## config.mk

```make
export PLATFORM = sky130hd
export DESIGN_NAME = pcs_rx_top
export DESIGN_NICKNAME = d
export VERILOG_FILES = /design/src/design/pcs_rx_pkg.sv /design/src/design/rx_descrambler.sv /design/src/design/block_decoder.sv /design/src/design/frame_monitor.sv /design/src/design/pcs_rx_top.sv
export VERILOG_INCLUDE_DIRS = /design/src /design/src/design
export SDC_FILE = /design/constraint.sdc
export NUM_CORES = 2
export LEC_CHECK = 0
export ABC_AREA = 1
export BUFFER_PORTS_ARGS = -buffer_cell sky130_fd_sc_hd__buf_4
export CORE_MARGIN = 4
export CORE_UTILIZATION = 56
export DETAILED_ROUTE_END_ITERATION = 16
export PLACE_DENSITY_LB_ADDON = 0.1
export SLEW_MARGIN = 40
export SYNTH_ARGS = -nofsm -noshare
export SYNTH_HDL_FRONTEND = slang
export SYNTH_SLANG_ARGS = --single-unit
export TNS_END_PERCENT = 20
```

## constraint.sdc

```tcl
create_clock -name clk_156 -period 15.8 [get_ports clk_156]
set_clock_uncertainty 0.1 [all_clocks]
set_input_delay 1.58 -clock clk_156 [delete_from_list [all_inputs] [get_ports clk_156]]
set_output_delay 1.58 -clock clk_156 [all_outputs]
set_load 0.02 [all_outputs]
```

## src/design/pcs_rx_defines.svh

```systemverilog
//////////////////////////////////////////////////////////////////////
// PCS receive constants
// Lane geometry, 64b/66b sync headers and block type codes,
// XGMII control characters and the descrambler polynomial taps
//////////////////////////////////////////////////////////////////////

`ifndef PCS_RX_DEFINES_SVH
`define PCS_RX_DEFINES_SVH

// Lane geometry
`define PCS_LANES      4
`define PCS_PAYLOAD_W  64
`define PCS_HDR_W      2
`define PCS_CTRL_W     8

// Sync headers
`define HDR_DATA       2'b01
`define HDR_CTRL       2'b10

// Block type field of a control block
`define BT_IDLE        8'h1E
`define BT_START       8'h78
`define BT_TERM0       8'h87

// XGMII characters
`define XG_IDLE        8'h07
`define XG_START       8'hFB
`define XG_TERM        8'hFD
`define XG_ERROR       8'hFE

// Descrambler taps, x^58 + x^39 + 1
`define SCR_TAP_A      38
`define SCR_TAP_B      57

// Errored-block counter
`define ERRCNT_W       8

`endif

```

## src/design/pcs_rx_pkg.sv

```systemverilog
//////////////////////////////////////////////////////////////////////
// PCS receive types
// Block payload view and the per-lane array types carried
// between the descrambler, decoder and frame monitor
//////////////////////////////////////////////////////////////////////

`default_nettype none

`include "pcs_rx_defines.svh"

package pcs_rx_pkg;

    // Control block layout, type byte is the first byte on the wire
    typedef struct packed {
        logic [`PCS_PAYLOAD_W-9:0] body;
        logic [7:0]                btype;
    } ctrl_view_t;

    // Same 64 bits, read as data or as control depending on the header
    typedef union packed {
        logic [`PCS_PAYLOAD_W/8-1:0][7:0] data_bytes;
        ctrl_view_t                       ctrl;
    } block_payload_u;

    //////////////////////////////////////////////////////////////////////
    // Lane arrays, lane 0 in the low bits
    //////////////////////////////////////////////////////////////////////
    typedef logic [`PCS_LANES-1:0][`PCS_HDR_W-1:0]     lane_hdr_t;
    typedef logic [`PCS_LANES-1:0][`PCS_PAYLOAD_W-1:0] lane_payload_t;
    typedef logic [`PCS_LANES-1:0][`PCS_CTRL_W-1:0]    lane_rxc_t;
    typedef logic [`PCS_LANES-1:0][`PCS_PAYLOAD_W-1:0] lane_rxd_t;

endpackage

`default_nettype wire

```

## src/design/rx_descrambler.sv

```systemverilog
//////////////////////////////////////////////////////////////////////
// Four-lane chained descrambler
// Self-synchronising x^58 + x^39 + 1 descrambler run over all lanes
// in order, history from lane 3 carried into lane 0 of the next word
//////////////////////////////////////////////////////////////////////

`timescale 1ns/1ps
`default_nettype none

`include "pcs_rx_defines.svh"

module rx_descrambler (
    input  wire                        clk_156,
    input  wire                        async_reset_n,
    input  wire                        advance_i,
    input  wire                        valid_i,
    input  pcs_rx_pkg::lane_hdr_t      hdr_i,
    input  pcs_rx_pkg::lane_payload_t  payload_i,
    input  wire                        bypass_i,
    output logic                       valid_o,
    output pcs_rx_pkg::lane_hdr_t      hdr_o,
    output pcs_rx_pkg::lane_payload_t  payload_o
);

    localparam int HIST_W = `SCR_TAP_B + 1;

    logic [HIST_W-1:0]         hist_q;
    logic [HIST_W-1:0]         hist_next;
    pcs_rx_pkg::lane_payload_t descr_c;

    //////////////////////////////////////////////////////////////////////
    // Descramble, lane 0 first, bit 0 first
    //////////////////////////////////////////////////////////////////////
    always_comb begin
        hist_next = hist_q;
        descr_c   = payload_i;
        for (int ln = 0; ln < `PCS_LANES; ln++) begin
            for (int b = 0; b < `PCS_PAYLOAD_W; b++) begin
                descr_c[ln][b] = payload_i[ln][b]
                               ^ hist_next[`SCR_TAP_A]
                               ^ hist_next[`SCR_TAP_B];
                // Received bit enters the history, most recent at bit 0
                hist_next = {hist_next[HIST_W-2:0], payload_i[ln][b]};
            end
        end
    end

    // History keeps running in bypass so a later switch stays in sync
    always_ff @(posedge clk_156 or negedge async_reset_n) begin
        if (!async_reset_n) begin
            hist_q <= '0;
        end else if (advance_i && valid_i) begin
            hist_q <= hist_next;
        end
    end

    always_ff @(posedge clk_156 or negedge async_reset_n) begin
        if (!async_reset_n) begin
            valid_o <= 1'b0;
        end else if (advance_i) begin
            valid_o <= valid_i;
        end
    end

    // Stage payload, headers pass through untouched
    always_ff @(posedge clk_156) begin
        if (advance_i) begin
            hdr_o     <= hdr_i;
            payload_o <= bypass_i ? payload_i : descr_c;
        end
    end

endmodule

`default_nettype wire

```

## src/design/block_decoder.sv

```systemverilog
//////////////////////////////////////////////////////////////////////
// 64b/66b block decoder
// Turns each descrambled block into XGMII control and data and flags
// start, terminate and errored blocks per lane
//////////////////////////////////////////////////////////////////////

`timescale 1ns/1ps
`default_nettype none

`include "pcs_rx_defines.svh"

module block_decoder (
    input  wire                        clk_156,
    input  wire                        async_reset_n,
    input  wire                        advance_i,
    input  wire                        valid_i,
    input  pcs_rx_pkg::lane_hdr_t      hdr_i,
    input  pcs_rx_pkg::lane_payload_t  payload_i,
    output logic                       valid_o,
    output pcs_rx_pkg::lane_rxc_t      rxc_o,
    output pcs_rx_pkg::lane_rxd_t      rxd_o,
    output logic [`PCS_LANES-1:0]      start_o,
    output logic [`PCS_LANES-1:0]      term_o,
    output logic [`PCS_LANES-1:0]      err_o
);

    localparam int BYTES = `PCS_PAYLOAD_W / 8;

    pcs_rx_pkg::block_payload_u [`PCS_LANES-1:0] blk_c;
    pcs_rx_pkg::lane_rxc_t                       rxc_c;
    pcs_rx_pkg::lane_rxd_t                       rxd_c;
    logic [`PCS_LANES-1:0]                       start_c;
    logic [`PCS_LANES-1:0]                       term_c;
    logic [`PCS_LANES-1:0]                       err_c;

    assign blk_c = payload_i;

    //////////////////////////////////////////////////////////////////////
    // Per-lane decode
    //////////////////////////////////////////////////////////////////////
    always_comb begin
        for (int ln = 0; ln < `PCS_LANES; ln++) begin
            // Error word unless a known block matches below
            rxc_c[ln]   = {`PCS_CTRL_W{1'b1}};
            rxd_c[ln]   = {BYTES{`XG_ERROR}};
            start_c[ln] = 1'b0;
            term_c[ln]  = 1'b0;
            err_c[ln]   = 1'b0;

            if (hdr_i[ln] == `HDR_DATA) begin
                rxc_c[ln] = '0;
                rxd_c[ln] = blk_c[ln].data_bytes;
            end else if (hdr_i[ln] == `HDR_CTRL) begin
                case (blk_c[ln].ctrl.btype)
                    `BT_IDLE: begin
                        rxd_c[ln] = {BYTES{`XG_IDLE}};
                    end
                    `BT_START: begin
                        // Start in lane byte 0, seven data bytes follow
                        rxc_c[ln]   = `PCS_CTRL_W'(1);
                        rxd_c[ln]   = {blk_c[ln].ctrl.body, `XG_START};
                        start_c[ln] = 1'b1;
                    end
                    `BT_TERM0: begin
                        rxd_c[ln]  = {{(BYTES-1){`XG_IDLE}}, `XG_TERM};
                        term_c[ln] = 1'b1;
                    end
                    default: begin
                        err_c[ln] = 1'b1;
                    end
                endcase
            end else begin
                // Headers 00 and 11 are never legal
                err_c[ln] = 1'b1;
            end
        end
    end

    always_ff @(posedge clk_156 or negedge async_reset_n) begin
        if (!async_reset_n) begin
            valid_o <= 1'b0;
        end else if (advance_i) begin
            valid_o <= valid_i;
        end
    end

    always_ff @(posedge clk_156) begin
        if (advance_i) begin
            rxc_o   <= rxc_c;
            rxd_o   <= rxd_c;
            start_o <= start_c;
            term_o  <= term_c;
            err_o   <= err_c;
        end
    end

endmodule

`default_nettype wire

```

## src/design/frame_monitor.sv

```systemverilog
//////////////////////////////////////////////////////////////////////
// Frame monitor and output stage
// Holds the XGMII output word, follows start and terminate across
// lanes and counts errored blocks with saturation
//////////////////////////////////////////////////////////////////////

`timescale 1ns/1ps
`default_nettype none

`include "pcs_rx_defines.svh"

module frame_monitor (
    input  wire                        clk_156,
    input  wire                        async_reset_n,
    input  wire                        advance_i,
    input  wire                        valid_i,
    input  pcs_rx_pkg::lane_rxc_t      rxc_i,
    input  pcs_rx_pkg::lane_rxd_t      rxd_i,
    input  wire  [`PCS_LANES-1:0]      start_i,
    input  wire  [`PCS_LANES-1:0]      term_i,
    input  wire  [`PCS_LANES-1:0]      err_i,
    input  wire                        clear_errblk_i,
    output logic                       valid_o,
    output pcs_rx_pkg::lane_rxc_t      rxc_o,
    output pcs_rx_pkg::lane_rxd_t      rxd_o,
    output logic                       in_frame_o,
    output logic [`ERRCNT_W-1:0]       errd_blks_o
);

    localparam int NERR_W = $clog2(`PCS_LANES + 1);

    logic              in_frame_c;
    logic [NERR_W-1:0] nerr_c;
    logic [`ERRCNT_W:0] errd_sum;

    // Walk lanes 0 to 3, last event in the word wins
    always_comb begin
        in_frame_c = in_frame_o;
        nerr_c     = '0;
        for (int ln = 0; ln < `PCS_LANES; ln++) begin
            if (start_i[ln]) begin
                in_frame_c = 1'b1;
            end
            if (term_i[ln]) begin
                in_frame_c = 1'b0;
            end
            nerr_c = nerr_c + NERR_W'(err_i[ln]);
        end
    end

    // One spare bit to catch the wrap
    assign errd_sum = {1'b0, errd_blks_o} + {{(`ERRCNT_W+1-NERR_W){1'b0}}, nerr_c};

    //////////////////////////////////////////////////////////////////////
    // Status registers
    //////////////////////////////////////////////////////////////////////
    always_ff @(posedge clk_156 or negedge async_reset_n) begin
        if (!async_reset_n) begin
            valid_o    <= 1'b0;
            in_frame_o <= 1'b0;
        end else if (advance_i) begin
            valid_o <= valid_i;
            if (valid_i) begin
                in_frame_o <= in_frame_c;
            end
        end
    end

    // Clear acts even during a stall and beats any increment
    always_ff @(posedge clk_156 or negedge async_reset_n) begin
        if (!async_reset_n) begin
            errd_blks_o <= '0;
        end else if (clear_errblk_i) begin
            errd_blks_o <= '0;
        end else if (advance_i && valid_i) begin
            if (errd_sum[`ERRCNT_W]) begin
                errd_blks_o <= '1;
            end else begin
                errd_blks_o <= errd_sum[`ERRCNT_W-1:0];
            end
        end
    end

    // Output word
    always_ff @(posedge clk_156) begin
        if (advance_i) begin
            rxc_o <= rxc_i;
            rxd_o <= rxd_i;
        end
    end

endmodule

`default_nettype wire

```

## src/design/pcs_rx_top.sv

```systemverilog
//////////////////////////////////////////////////////////////////////
// 4-lane 10G PCS receive path
// Descrambler, block decoder and frame monitor in a three-stage
// pipeline, all stages frozen together by one advance enable
//////////////////////////////////////////////////////////////////////

`timescale 1ns/1ps
`default_nettype none

`include "pcs_rx_defines.svh"

module pcs_rx_top (
    input  wire                        clk_156,
    input  wire                        async_reset_n,
    input  wire                        in_valid_i,
    output logic                       in_ready_o,
    input  pcs_rx_pkg::lane_hdr_t      lane_hdr_i,
    input  pcs_rx_pkg::lane_payload_t  lane_payload_i,
    input  wire                        bypass_descram_i,
    input  wire                        clear_errblk_i,
    output logic                       out_valid_o,
    input  wire                        out_ready_i,
    output pcs_rx_pkg::lane_rxc_t      xgmii_rxc_o,
    output pcs_rx_pkg::lane_rxd_t      xgmii_rxd_o,
    output logic                       in_frame_o,
    output logic [`ERRCNT_W-1:0]       errd_blks_o
);

    logic                      advance;
    logic                      descr_valid;
    pcs_rx_pkg::lane_hdr_t     descr_hdr;
    pcs_rx_pkg::lane_payload_t descr_payload;
    logic                      dec_valid;
    pcs_rx_pkg::lane_rxc_t     dec_rxc;
    pcs_rx_pkg::lane_rxd_t     dec_rxd;
    logic [`PCS_LANES-1:0]     dec_start;
    logic [`PCS_LANES-1:0]     dec_term;
    logic [`PCS_LANES-1:0]     dec_err;

    // Whole pipeline moves when the output slot is free or being taken
    assign advance    = !out_valid_o || out_ready_i;
    assign in_ready_o = advance;

    rx_descrambler u_descr (
        .clk_156       (clk_156),
        .async_reset_n (async_reset_n),
        .advance_i     (advance),
        .valid_i       (in_valid_i),
        .hdr_i         (lane_hdr_i),
        .payload_i     (lane_payload_i),
        .bypass_i      (bypass_descram_i),
        .valid_o       (descr_valid),
        .hdr_o         (descr_hdr),
        .payload_o     (descr_payload)
    );

    block_decoder u_dec (
        .clk_156       (clk_156),
        .async_reset_n (async_reset_n),
        .advance_i     (advance),
        .valid_i       (descr_valid),
        .hdr_i         (descr_hdr),
        .payload_i     (descr_payload),
        .valid_o       (dec_valid),
        .rxc_o         (dec_rxc),
        .rxd_o         (dec_rxd),
        .start_o       (dec_start),
        .term_o        (dec_term),
        .err_o         (dec_err)
    );

    frame_monitor u_mon (
        .clk_156        (clk_156),
        .async_reset_n  (async_reset_n),
        .advance_i      (advance),
        .valid_i        (dec_valid),
        .rxc_i          (dec_rxc),
        .rxd_i          (dec_rxd),
        .start_i        (dec_start),
        .term_i         (dec_term),
        .err_i          (dec_err),
        .clear_errblk_i (clear_errblk_i),
        .valid_o        (out_valid_o),
        .rxc_o          (xgmii_rxc_o),
        .rxd_o          (xgmii_rxd_o),
        .in_frame_o     (in_frame_o),
        .errd_blks_o    (errd_blks_o)
    );

endmodule

`default_nettype wire

```

==> reports/metrics.yaml <==
htree_levels: 3
path_max_fanout: 117
post-synth-top-count-cell: "edfxtp_1"
seq_area_um2: 25900
final_util: 0.693
crit_path_start_kind: "primary input"
multi_input_area_um2: 8200
syn_inst: 2675
synth.avg_cell_area_um2: 13.2
cts_setup_buffers: 0
place_ws_ns: 10.78
final_area_um2: 43100
routedWlPerCell_um: 26.0
fin_crit_sh: 0.296
core_um2: 62200
crit_required_ns: 14.12
drive_gt1_frac: 0.237
min_to: "u_mon.rxd_o[16]$_DFFE_PN_"
relSlewSlack: 0.453
final_hold_viol_count: 0
ys_seq_elements: 874
first_pass_iters: 5
tightest_slew_ns: 0.812
io-pin-count: 569
min_period_ns: 4.68
die_h_um: 260
dr.first_iter.drc_count: 3055
ant_nets: 0
worst_slack_ns: 11.12
reg2reg_depth: 6
grt_max_degree: 176
clk_latency_ns: 0.64
row_count: 91
maxCapViolCount: 0
synth_edf_count: 804
vdd_drop_max_v: 0.000163
die_w_um: 260
grt-ovfl-total: 0
drc: 0
gp_congestion: 0.933
synth_area_um2: 35400
grt_setup_unrepaired: "false"
place_hpwl_mm: 80.6
yosysTopAreaCell: "edfxtp_1"
cts_hold_buf: 0
seq_area_frac_synth: 0.731
die_area_um2: 67400
cts.sinks: 874
grt_usage: 0.314
start_util: 0.570
leakagePower_nw: 16.4
ys_top_cells_by_count: "804 x edfxtp_1, 503 x nand2_1, 337 x o21ai_0, 256 x a21oi_1, 198 x xnor2_1"
vias: 23500
syn_nets: 2952
ys_warn_count: 0
vias_per_cell: 5.65
end_kind: "output port"
cts_resized: 0
portBuffers: 568
min_path_cells: 0
powerDensity_nw_per_um2: 155
synthArstFlopShare: 0.0801
placed_cell_area_um2: 40300
cts_made_buffers: 88
grt_pass1_vias: 22200
final_nets: 3527
path_clk_slew_ns: 0.06
hold_class: "reg -> reg"
r2r_slack_ns: 12.36
clock-root-buffer: "clkbuf_16"
ys_types: 35
ys.flop_type: "edfxtp_1"
holdCritStartpoint: "u_dec.rxd_o[16]$_DFFE_PN_"
r2r_start: "u_mon.valid_o$_DFFE_PN0N_"
area_growth_pct: 21.6
clock.fmax_ghz: 0.214
crit_type: "in -> out"
grt_pass1_wl_mm: 151
synth_top_area_frac: 0.681
antenna_found_initial: 20
worstPathArrival_ns: 3.00
slew_violations: 0
setup_viol: 0
reg2reg_to: "u_mon.rxd_o[83]$_DFFE_PN_"
fin_tns_setup_ns: 0
status: "completed"
finalPower_mw: 6.68
ctsLongestPathBuffers: 3
synth_area_leaders: "edfxtp_1 68%, nand2_1 5.3%, dfrtp_1 4.9%"
postRouteWirelength_mm: 108
cts_tree: "yes"
fillers: 4518
==> cell type report <==
type | instances | share of cell area
diodes | 9 | 0.000522
repair buffers | 580 | 0.103
well taps | 837 | 0.0243
inverters | 194 | 0.0173
flip-flops and latches | 874 | 0.601
multi-input cells | 1512 | 0.190
clock buffers | 109 | 0.0553
clock inverters | 50 | 0.00862
==> kinds of logic (layout without fill, tap and decap cells) <==
| logic type | count (synthesis) | in the layout | synth area share |
|---|---|---|---|
| buf+inv | 289 | 933 | 0.0387 |
| xor+xnor | 256 | 256 | 0.0633 |
| fa+ha+maj | 7 | 7 | 0.00290 |
| compound gates | 602 | 602 | 0.0853 |
| other cells | 0 | 9 | 0 |
| flops | 874 | 874 | 0.731 |
| simple gates | 647 | 647 | 0.0792 |
==> per-stage QoR <==
stage	hold WS [ns]	cells
global placement	0.302	3995
floorplan	0.300	2675
global route	0.317	4161
CTS	0.304	4154
detailed placement	0.305	3995
finish	0.304	4165
==> layer usage <==
metal	track usage	vias to the layer above	share of wire
li1	-	10500	-
met1	0.428	11400	0.37
met2	0.499	1374	0.48
met3	0.0737	228	0.11
met4	0.120	22	0.044
met5	0	-	0.0013
==> worst max path at each step <==
stage          slack [ns]  cells past startpoint   startpoint                              to
5_1_grt             11.03                      4  out_ready_i                      in_ready_o
2_1_floorplan        3.68                      7  out_ready_i  u_descr.hist_q[26]$_DFFE_PN0P_
6_report            11.12                      4  out_ready_i                      in_ready_o
4_1_cts             11.44                      6  out_ready_i       u_mon.rxd_o[71]$_DFFE_PN_
3_3_place_gp        10.40                      6  out_ready_i       u_mon.rxd_o[64]$_DFFE_PN_
3_5_place_dp        10.78                      6  out_ready_i       u_mon.rxd_o[71]$_DFFE_PN_
==> cells in the final DEF, fill, tap and decap left out, drive strengths merged, types with 2 or more instances in the layout <==
master | synthesis | routed
ha | 5 | 5
nand3 | 20 | 20
inv | 194 | 196
nand2 | 540 | 540
or2 | 14 | 14
o22ai | 9 | 9
o21ai | 337 | 337
bufinv | 0 | 5
buf | 88 | 579
clkinvlp | 0 | 2
nand4 | 12 | 12
a21oi | 256 | 256
clkbuf | 7 | 110
fa | 2 | 2
nor3 | 4 | 4
diode | 0 | 9
nor2 | 56 | 56
xnor2 | 198 | 198
dfrtp | 70 | 70
edfxtp | 804 | 804
clkinv | 0 | 41
xor2 | 58 | 58
==> state kept, by name (all words and copies together) (netlist names) <==
signal	flops
u_mon.rxc_o	8
u_dec.start_o	4
u_mon.errd_blks_o	8
u_dec.rxd_o	256
u_mon.in_frame_o	1
u_mon.rxd_o	256
u_dec.valid_o	1
u_dec.term_o	4
u_dec.err_o	4
u_mon.valid_o	1
u_dec.rxc_o	8
u_descr.valid_o	1
u_descr.hist_q	58
u_descr.payload_o	256
u_descr.hdr_o	8
==> where the power goes <==
group	switching [mW]	internal (mW)
clock network	0.858	1.15
registers	0.247	3.19
logic	0.833	0.409
total	1.94	4.75
==> critical path: stages <==
cell and delay (ns):
buf_4 0.11, nor2_2 0.31, clkinv_8 0.46, buf_4 0.39
Power figures use the tool's default switching activity.
